`src/common/board_pkg.sv`:
```
package board_pkg;

	// Configuration commands on the CONF_DATA0 channel
	typedef enum logic [7:0] {
		cmd_joy0   = 8'h02,
		cmd_joy1   = 8'h03,
		cmd_status = 8'h15
	} user_cmd_e;

	// Which half of the ROM word the next byte fills
	typedef enum logic {
		dl_low,
		dl_high
	} dl_state_e;

	localparam int status_w = 8;

	// ROM loader bus
	localparam int rom_aw = 25;
	localparam int rom_dw = 16;

	localparam int snd_w = 9;   // Signed sample from the game

	// Colour depth, game side and VGA side
	localparam int col_w = 4;
	localparam int vga_w = 6;

endpackage
```
`src/design/jtgng_board.sv`:
```
`timescale 1ns/1ps

module jtgng_board
	import board_pkg::*;
#(
	parameter int hs_len = 32
) (
	input  logic                    clk_gng,
	input  logic                    rst_n,
	input  logic                    SPI_SCK,
	input  logic                    SPI_DI,
	input  logic                    SPI_SS2,
	input  logic                    CONF_DATA0,
	input  logic [col_w-1:0]        red,
	input  logic [col_w-1:0]        green,
	input  logic [col_w-1:0]        blue,
	input  logic                    LHBL,
	input  logic                    LVBL,
	input  logic signed [snd_w-1:0] snd_left,
	input  logic signed [snd_w-1:0] snd_right,
	output logic [vga_w-1:0]        VGA_R,
	output logic [vga_w-1:0]        VGA_G,
	output logic [vga_w-1:0]        VGA_B,
	output logic                    VGA_HS,
	output logic                    VGA_VS,
	output logic                    AUDIO_L,
	output logic                    AUDIO_R,
	output logic                    downloading,
	output logic                    romload_wr,
	output logic [rom_aw-1:0]       romload_addr,
	output logic [rom_dw-1:0]       romload_data,
	output logic [7:0]              game_joy1,
	output logic [7:0]              game_joy2,
	output logic                    soft_rst,
	output logic                    dip_test,
	output logic                    dip_upright,
	output logic                    enable_scr,
	output logic                    enable_obj
);

	logic                cfg_valid;
	logic                cfg_start;
	logic [7:0]          cfg_data;
	logic                dl_valid;
	logic                dl_start;
	logic                dl_sel;
	logic [7:0]          dl_data;
	logic [status_w-1:0] status;
	logic [7:0]          joystick1;
	logic [7:0]          joystick2;
	logic                en_mixing;

	// Configuration channel
	spi_byte_rx u_cfg_rx (
		.clk_gng     (clk_gng),
		.rst_n       (rst_n),
		.sck         (SPI_SCK),
		.sdi         (SPI_DI),
		.ss          (CONF_DATA0),
		.byte_valid  (cfg_valid),
		.frame_start (cfg_start),
		.selected    (),
		.byte_data   (cfg_data)
	);

	// ROM image channel
	spi_byte_rx u_dl_rx (
		.clk_gng     (clk_gng),
		.rst_n       (rst_n),
		.sck         (SPI_SCK),
		.sdi         (SPI_DI),
		.ss          (SPI_SS2),
		.byte_valid  (dl_valid),
		.frame_start (dl_start),
		.selected    (dl_sel),
		.byte_data   (dl_data)
	);

	user_io_cfg u_cfg (
		.clk_gng     (clk_gng),
		.rst_n       (rst_n),
		.frame_start (cfg_start),
		.byte_valid  (cfg_valid),
		.byte_data   (cfg_data),
		.status      (status),
		.joystick1   (joystick1),
		.joystick2   (joystick2)
	);

	rom_download u_dl (
		.clk_gng      (clk_gng),
		.rst_n        (rst_n),
		.frame_start  (dl_start),
		.byte_valid   (dl_valid),
		.selected     (dl_sel),
		.byte_data    (dl_data),
		.downloading  (downloading),
		.romload_wr   (romload_wr),
		.romload_addr (romload_addr),
		.romload_data (romload_data)
	);

	// Joystick bits and most menu options are active low at the game
	assign game_joy1   = ~joystick1;
	assign game_joy2   = ~joystick2;
	assign dip_test    = ~status[1];
	assign dip_upright = status[2];
	assign enable_scr  = ~status[3];
	assign enable_obj  = ~status[4];
	assign en_mixing   = ~status[5];   // Screen filter option
	assign soft_rst    = status[6];

	sigma_delta_dac #(.width(snd_w)) u_dac_left (
		.clk_gng (clk_gng),
		.rst_n   (rst_n),
		.din     (snd_left),
		.dout    (AUDIO_L)
	);

	sigma_delta_dac #(.width(snd_w)) u_dac_right (
		.clk_gng (clk_gng),
		.rst_n   (rst_n),
		.din     (snd_right),
		.dout    (AUDIO_R)
	);

	video_out #(.hs_len(hs_len)) u_video (
		.clk_gng   (clk_gng),
		.rst_n     (rst_n),
		.lhbl      (LHBL),
		.lvbl      (LVBL),
		.en_mixing (en_mixing),
		.red       (red),
		.green     (green),
		.blue      (blue),
		.vga_r     (VGA_R),
		.vga_g     (VGA_G),
		.vga_b     (VGA_B),
		.vga_hs    (VGA_HS),
		.vga_vs    (VGA_VS)
	);

endmodule

```
`src/video/video_out.sv`:
```
`timescale 1ns/1ps

module video_out
	import board_pkg::*;
#(
	parameter int hs_len = 32
) (
	input  logic             clk_gng,
	input  logic             rst_n,
	input  logic             lhbl,
	input  logic             lvbl,
	input  logic             en_mixing,
	input  logic [col_w-1:0] red,
	input  logic [col_w-1:0] green,
	input  logic [col_w-1:0] blue,
	output logic [vga_w-1:0] vga_r,
	output logic [vga_w-1:0] vga_g,
	output logic [vga_w-1:0] vga_b,
	output logic             vga_hs,
	output logic             vga_vs
);

	localparam int cnt_w = $clog2(hs_len + 1);
	localparam int ext_w = vga_w - col_w;

	logic             show;
	logic             lhbl_d;
	logic             hb_fall;
	logic [cnt_w-1:0] hs_cnt;

	// Without mixing the blanked area keeps its colour
	assign show    = (lhbl & lvbl) | ~en_mixing;
	assign hb_fall = lhbl_d & ~lhbl;

	always_ff @(posedge clk_gng) begin
		if (!rst_n) begin
			vga_r <= '0;
			vga_g <= '0;
			vga_b <= '0;
		end else if (show) begin
			vga_r <= {red, red[col_w-1 -: ext_w]};   // Top bits repeat at the bottom
			vga_g <= {green, green[col_w-1 -: ext_w]};
			vga_b <= {blue, blue[col_w-1 -: ext_w]};
		end else begin
			vga_r <= '0;
			vga_g <= '0;
			vga_b <= '0;
		end
	end

	// Sync pulse starts on the falling edge of horizontal blanking
	always_ff @(posedge clk_gng) begin
		if (!rst_n) begin
			lhbl_d <= 1'b0;
			hs_cnt <= '0;
			vga_hs <= 1'b1;
			vga_vs <= 1'b1;
		end else begin
			lhbl_d <= lhbl;
			vga_vs <= lvbl;
			if (hb_fall) begin
				hs_cnt <= cnt_w'(hs_len - 1);
				vga_hs <= 1'b0;
			end else if (hs_cnt != '0) begin
				hs_cnt <= hs_cnt - 1'b1;
			end else begin
				vga_hs <= 1'b1;
			end
		end
	end

endmodule

```
`src/audio/sigma_delta_dac.sv`:
```
`timescale 1ns/1ps

module sigma_delta_dac #(
	parameter int width = 9
) (
	input  logic                    clk_gng,
	input  logic                    rst_n,
	input  logic signed [width-1:0] din,
	output logic                    dout
);

	logic signed [width-1:0] din_r;
	logic [width-1:0]        offset;
	logic [width-1:0]        acc;
	logic [width:0]          sum;

	// Adding half scale only flips the sign bit
	assign offset = {~din_r[width-1], din_r[width-2:0]};
	assign sum    = {1'b0, acc} + {1'b0, offset};

	always_ff @(posedge clk_gng) begin
		if (!rst_n) begin
			din_r <= '0;
			acc   <= '0;
			dout  <= 1'b0;
		end else begin
			din_r <= din;
			acc   <= sum[width-1:0];
			dout  <= sum[width];   // Carry out is the bit stream
		end
	end

endmodule

```
`src/mist_io/rom_download.sv`:
```
`timescale 1ns/1ps

module rom_download
	import board_pkg::*;
(
	input  logic              clk_gng,
	input  logic              rst_n,
	input  logic              frame_start,
	input  logic              byte_valid,
	input  logic              selected,
	input  logic [7:0]        byte_data,
	output logic              downloading,
	output logic              romload_wr,
	output logic [rom_aw-1:0] romload_addr,
	output logic [rom_dw-1:0] romload_data
);

	dl_state_e  phase;
	logic [7:0] low_byte;

	assign downloading = selected;

	always_ff @(posedge clk_gng) begin
		if (!rst_n) begin
			phase        <= dl_low;
			romload_wr   <= 1'b0;
			romload_addr <= '0;
		end else begin
			romload_wr <= 1'b0;
			if (frame_start) begin
				phase        <= dl_low;
				romload_addr <= '0;   // Each download starts over
			end else begin
				if (romload_wr) begin
					romload_addr <= romload_addr + 1'b1;
				end
				if (byte_valid) begin
					case (phase)
						dl_low:  phase <= dl_high;
						dl_high: begin
							phase      <= dl_low;
							romload_wr <= 1'b1;
						end
						default: phase <= dl_low;
					endcase
				end
			end
		end
	end

	// First byte is the low half of the word
	always_ff @(posedge clk_gng) begin
		if (byte_valid && phase == dl_low) begin
			low_byte <= byte_data;
		end
		if (byte_valid && phase == dl_high) begin
			romload_data <= {byte_data, low_byte};
		end
	end

endmodule

```
`src/mist_io/user_io_cfg.sv`:
```
`timescale 1ns/1ps

module user_io_cfg
	import board_pkg::*;
(
	input  logic                clk_gng,
	input  logic                rst_n,
	input  logic                frame_start,
	input  logic                byte_valid,
	input  logic [7:0]          byte_data,
	output logic [status_w-1:0] status,
	output logic [7:0]          joystick1,
	output logic [7:0]          joystick2
);

	// 0 waits for the opcode, 1 for its data, 2 ignores the rest
	logic [1:0] byte_idx;
	user_cmd_e  opcode;

	always_ff @(posedge clk_gng) begin
		if (!rst_n) begin
			byte_idx <= 2'd0;
		end else if (frame_start) begin
			byte_idx <= 2'd0;
		end else if (byte_valid && byte_idx != 2'd2) begin
			byte_idx <= byte_idx + 2'd1;
		end
	end

	always_ff @(posedge clk_gng) begin
		if (!rst_n) begin
			opcode <= cmd_status;
		end else if (byte_valid && byte_idx == 2'd0) begin
			opcode <= user_cmd_e'(byte_data);
		end
	end

	always_ff @(posedge clk_gng) begin
		if (!rst_n) begin
			status    <= '0;
			joystick1 <= 8'd0;
			joystick2 <= 8'd0;
		end else if (byte_valid && byte_idx == 2'd1 && !frame_start) begin
			case (opcode)
				cmd_status: status    <= byte_data[status_w-1:0];
				cmd_joy0:   joystick2 <= byte_data;   // Crossed on purpose
				cmd_joy1:   joystick1 <= byte_data;
				default: ;  // Unknown command
			endcase
		end
	end

endmodule

```
`src/design/spi_byte_rx.sv`:
```
`timescale 1ns/1ps

module spi_byte_rx (
	input  logic       clk_gng,
	input  logic       rst_n,
	input  logic       sck,
	input  logic       sdi,
	input  logic       ss,
	output logic       byte_valid,
	output logic       frame_start,
	output logic       selected,
	output logic [7:0] byte_data
);

	logic [1:0] sck_ff;
	logic [1:0] sdi_ff;
	logic [1:0] ss_ff;
	logic       sck_prev;
	logic       ss_prev;
	logic       sck_rise;
	logic [2:0] bit_cnt;
	logic [7:0] shift;

	assign selected  = ~ss_ff[1];   // Select is active low on the pin
	assign sck_rise  = sck_ff[1] & ~sck_prev;
	assign byte_data = shift;

	always_ff @(posedge clk_gng) begin
		if (!rst_n) begin
			sck_ff      <= 2'b00;
			sdi_ff      <= 2'b00;
			ss_ff       <= 2'b11;
			sck_prev    <= 1'b0;
			ss_prev     <= 1'b1;
			bit_cnt     <= 3'd0;
			byte_valid  <= 1'b0;
			frame_start <= 1'b0;
		end else begin
			sck_ff      <= {sck_ff[0], sck};
			sdi_ff      <= {sdi_ff[0], sdi};
			ss_ff       <= {ss_ff[0], ss};
			sck_prev    <= sck_ff[1];
			ss_prev     <= ss_ff[1];
			frame_start <= ss_prev & ~ss_ff[1];
			byte_valid  <= 1'b0;
			// A partial byte is dropped once the select goes away
			if (!selected) begin
				bit_cnt <= 3'd0;
			end else if (sck_rise) begin
				bit_cnt    <= bit_cnt + 3'd1;
				byte_valid <= (bit_cnt == 3'd7);
			end
		end
	end

	// MSB arrives first
	always_ff @(posedge clk_gng) begin
		if (selected && sck_rise) begin
			shift <= {shift[6:0], sdi_ff[1]};
		end
	end

endmodule

```
`config.mk`:
```
export PLATFORM = sky130hd
export DESIGN_NAME = jtgng_board
export DESIGN_NICKNAME = d
export VERILOG_FILES = /design/src/common/board_pkg.sv /design/src/design/jtgng_board.sv /design/src/video/video_out.sv /design/src/audio/sigma_delta_dac.sv /design/src/mist_io/rom_download.sv /design/src/mist_io/user_io_cfg.sv /design/src/design/spi_byte_rx.sv
export SDC_FILE = /design/constraint.sdc
export NUM_CORES = 1
export LEC_CHECK = 0
export ABC_AREA = 1
export BUFFER_PORTS_ARGS = -buffer_cell sky130_fd_sc_hd__buf_2
export CORE_ASPECT_RATIO = 1.2
export CORE_MARGIN = 2
export CORE_UTILIZATION = 51
export DETAILED_ROUTE_END_ITERATION = 8
export PLACE_DENSITY = 0.77
export SLEW_MARGIN = 20
export SYNTH_ARGS = -nofsm -noshare
export SYNTH_HDL_FRONTEND = slang
export SYNTH_HIERARCHICAL = 1
export SYNTH_SLANG_ARGS = --single-unit
```
`constraint.sdc`:
```
create_clock -name clk_gng -period 1.4 [get_ports clk_gng]
set_input_delay 0.07 -clock clk_gng [delete_from_list [all_inputs] [get_ports clk_gng]]
set_output_delay 0.07 -clock clk_gng [all_outputs]
set_load 0.02 [all_outputs]
```
# Yosys cells after proc, flatten, opt, wreduce, memory -nomap -nowiden
# Cells that the tools add are included.
# word_totals
mem_bits_rw,0
rom_bits,0
wordCells,111
ff_bits,191
inputBits,38
latch_bits,0
n_memories,0
# op_classes
n_div,0
n_mux,6
n_addsub,7
bitwise_logic,24
n_shift,0
magnitude_cmp,0
n_mul,0
reduce_logical,24
eq_ne,8
# op_table
cell,n
$add 25x1->25 const B,1
$add 9x9->10,2
$eq 8x2->1 const B,2
$not 8->8,2
$not 1->1,15
$mux 5,2
$reduce_or 2->1,5
$reduce_or 3->1,3
$eq 8x5->1 const B,1
$logic_and 1x1->1,8
$reduce_and 2->1,4
$add 3x1->3 const B,2
$and 1x1->1,6
$eq 3x3->1 const B,2
$reduce_bool 6->1,1
$sub 6x1->6 const B,1
$mux 1,3
$add 2x1->2 const B,1
$eq 2x1->1 const B,1
$logic_not 2->1,1
$ne 2x1->1 const B,1
$ne 2x2->1 const B,1
$pmux 1 s2,1
$reduce_bool 2->1,1
other kinds (2),2

# Depth between registers and ports, before layout
# logic_depth
ltp_word,4
mapped_depth,10
depth_no_buf,10

# Modules after synthesis
# Netlist, hierarchy kept.
# modules_own_cells
mod,area_per_inst_um2,n_inst,seq_area_each_um2,cells_per_inst
rom_download,2138.3,1,1261.2,241
sigma_delta_dac,996.0,2,380.4,146
user_io_cfg,1496.4,1,680.7,205
spi_byte_rx,690.7,2,500.5,61
video_out,832.0,1,420.4,104
jtgng_board,75.1,1,0.0,20

# Worst setup path before layout
# No wires, ideal clock.
# synth_path
path_kind,reg2reg
from,register u_dl.romload_addr[1]
to,register u_dl.romload_addr[20]
synth_period_minus_slack_ns,1.452
required_time_ns,1.287
slack_ns,-0.052
path_stages_with_launch,9
t_arrival_ns,1.339
n_path_buf,0
setup_ns,0.113
cell_sequence,dfxtp_1 > ha_1 > nand3_1 > inv_2 > nand2_1 > nor2_2 > nand4_1 > nand2_1 > nor2_1
# synth_via
elab_chain_len,1
# synth_lines
item,line_no,source
start: declaration,rom_download.sv:14,"output logic [rom_aw-1:0] romload_addr,"
start signal: assignment,rom_download.sv:35,romload_addr <= romload_addr + 1'b1;
$add 25x1->25,rom_download.sv:35,
# No other way between the ends.
# A chain may end at the register's enable or synchronous reset.

# Final worst setup path
# layout_path
from,register u_dac_right.din_r[0]
to,register u_dac_right.acc[6]
# layout_via
elab_chain_len,1
# layout_lines
item,line_no,source
start: declaration,sigma_delta_dac.sv:12,logic signed [width-1:0] din_r;
start signal: assignment,sigma_delta_dac.sv:27,din_r <= din;
$add 9x9->10,sigma_delta_dac.sv:19,"assign sum = {1'b0, acc} + {1'b0, offset};"
end signal: assignment,sigma_delta_dac.sv:28,acc <= sum[width-1:0];
end: declaration,sigma_delta_dac.sv:14,logic [width-1:0] acc;
# No other way between the ends.

==> results.yml <==
timing:
  tightest_slew_ns: 0.466
  setup_violations: 6
  finClkSkew_ns: 0.0146
  finalHoldViolCount: 0
  rsz0062_at_grt: "yes"
  relSlewSlack_pct: 68.9
  post-route-period-util_pct: 107
  drv_slew: 0
  worst_slack_ns: -0.0997
  hold-worst-slack_ns: 0.356
  fmax_mhz: 667
  fin_crit_ns: 1.50
clock_network:
  cts_tree: "yes"
  cts.clk_slew.worst_paths_ns: 0.07
  clock-sinks: 184
  clk_latency_ns: 0.43
  cts_made_buffers: 17
  htree_levels: 4
  clockBufferDepth: 2
  root_buffer: "clkbuf_16"
worst_setup_path:
  path_buf_inv: 2
  cp-start-kind: "flop"
  max_stage_delay_ns: 0.36
  r2r_start: "u_dac_right/din_r[0]"
  cp.arrival_ns: 1.87
  reg2reg_depth: 10
  reg2reg_slack_ns: -0.1
  cp_top_family: "simple AND/OR/NAND/NOR gates"
  required_ns: 1.77
  critPathKind: "reg -> reg"
  timing.rr.end: "u_dac_right/acc[6]"
  cp_cell_sequence: "ha_4, inv_2, fa_2, inv_2, nand2_2, nand2_4, nand3b_1, nand3_1, nand2_1, nor2_1"
  slowest_stage: "fa_2"
  crit_path_frequent_cell: "inv_2"
  critPathMaxFanout: 3
  startpoint: "u_dac_right/din_r[0]"
  cp-end-kind: "flop"
pwr:
  peakVddDrop_mv: 0.934
  clkPwrFrac_pct: 41.8
  p_leak_nw: 4.77
  p_sw_share_pct: 24.1
  seqPwrFrac_pct: 46.2
  power_density_nw_per_um2: 1230
  p_int_mw: 9.46
  p_sw_mw: 3.01
  pwr-share-comb_pct: 12.0
  power.total_mw: 12.5
min_path:
  hold_class: "in -> reg"
  min_path_cells: 4
  hold_end: "u_dac_left/din_r[1]"
  hp-start: "snd_left[1]"
grt:
  first_global_vias: 6175
  grt_use_total_pct: 19.4
  grt_pass1_wl_um: 25500
  grt_max_degree: 56
  antenna_found_initial: 0
  grt_remaining_overflow: 0
flow_run:
  drv_cap: 0
place:
  placed_area_um2: 8740
  dpl.hpwl_um: 10200
  dp_slack_ns: -0.116
  routabilityCongestion: 0.867
  portBuffers: 123
detailed_routing:
  viasPerCell: 4.72
  dr.pass1.iters: 7
  drc: 0
  vias: 6513
  wl_per_cell_um: 11.3
  ant_nets: 0
  routed_wl_um: 15600
  drtIter0Drc: 414
die:
  dieWidth_um: 117
  initial_core_util_pct: 52.2
  dieArea_um2: 16400
  core_region_area_um2: 15000
  die_y_um: 140
  num_rows: 49
  pin_count: 124
synthesis:
  syn-instance-count: 974
  syn_area_per_cell_um2: 8.05
  synth_warnings: 6
  netlist_area_um2: 7840
  synth_fp_nets: 1041
status:
  violations: "negative setup slack"
  status: "finished, violations left"
finish:
  area_delta_synth_final_pct: 29.5
  nets: 1230
  final_cell_area_um2: 10100
  fillers: 1227
  diodes: 0
  final_layout_size_suffix_gt1_share_pct: 24.8
-- per-stage QoR --
step,util [%],TNS [ns],std cells
floorplan,-,-0.0312,974
global placement,58.2,-0.372,1299
detailed placement,58.2,-0.600,1299
CTS,65.6,-0.307,1374
global route,67.6,-0.994,1380
finish,67.6,-0.378,1380
-- flip-flops by register name, summed over array words and instances, names as in the netlist, 3 cells and up --
signal              flops
u_cfg/joystick2         8
u_video/vga_b           4
u_dl_rx/bit_cnt         3
u_dl/romload_addr      25
u_cfg_rx/bit_cnt        3
u_dac_right/acc         9
u_dac_right/din_r       9
u_video/hs_cnt          6
u_cfg/opcode            8
u_dl/low_byte           8
u_dac_left/acc          9
u_dl_rx/byte_data       8
u_dac_left/din_r        9
u_video/vga_g           4
u_cfg_rx/byte_data      8
u_video/vga_r           4
u_cfg/joystick1         8
u_dl/romload_data      16
u_cfg/status            6
-- power groups by stage --
stage / Combinational (mW) / Clock (mW) / Sequential [mW]
2_1_floorplan: 0.931 / 0 / 5.85
4_1_cts: 1.35 / 5.35 / 5.73
3_5_place_dp: 1.24 / 0 / 5.85
6_report: 1.50 / 5.21 / 5.76
5_1_grt: 1.73 / 5.57 / 5.78
3_3_place_gp: 1.21 / 0 / 5.84
-- how the worst max path moves through the flow --
stage | to | slack (ns) | cells after the start
2_1_floorplan | u_dac_left/acc[6] | -0.02 | 9
3_3_place_gp | u_dac_right/acc[6] | -0.08 | 9
3_5_place_dp | u_dac_right/acc[6] | -0.12 | 9
4_1_cts | u_dac_right/acc[8] | -0.07 | 9
5_1_grt | u_dac_left/acc[6] | -0.23 | 10
6_report | u_dac_right/acc[6] | -0.1 | 10
-- cell type report --
type / count / area [um^2] / share of cell area [%]
Clock buffer: 21 / 514 / 5.07
Clock inverter: 11 / 151 / 1.49
Inverter: 182 / 687 / 6.77
Multi-Input combinational cell: 587 / 3200 / 31.5
Sequential cell: 184 / 4090 / 40.3
Tap cell: 204 / 255 / 2.51
Timing Repair Buffer: 191 / 1250 / 12.3
-- tightest hold or removal path, cell delays in order --
cell and delay [ns]:
dlygate4sd3_1 0.51, buf_2 0.09, nand2_1 0.04, inv_1 0.04
-- cells in the final DEF, fill, tap and decap left out, types with 5 or more instances in the layout --
cell type	n
nand2_2	13
clkbuf_16	20
nor3_1	5
nand3_1	63
nand2_1	203
nor2_2	18
ha_4	10
edfxtp_1	40
a21oi_1	53
or2_1	6
buf_4	27
dfxtp_2	8
dlygate4sd3_1	37
dfxtp_1	136
nand3_2	5
nor2_4	15
inv_2	16
ha_1	17
inv_1	166
nor2_1	127
nand4_1	7
o21ai_0	11
buf_2	123
a21oi_2	8
-- metal layers --
metal  global-route usage [%]  vias to the layer above  wire length, um
met5                        0                        -                0
met3                     4.66                       33              687
met2                     34.5                      166             8000
met4                     9.54                        0              377
met1                     21.0                     2922             6500
li1                         -                     3392                -
-- timing repair --
item,CTS,global route
cloned,0,2
endpoints found under the setup margin,11,51
pin swaps,10,27
hold endpoints to repair,40,0
setup buffers,6,4
gates resized for setup,12,51
hold buffers,37,0
(Power assumes the default switching activity.)
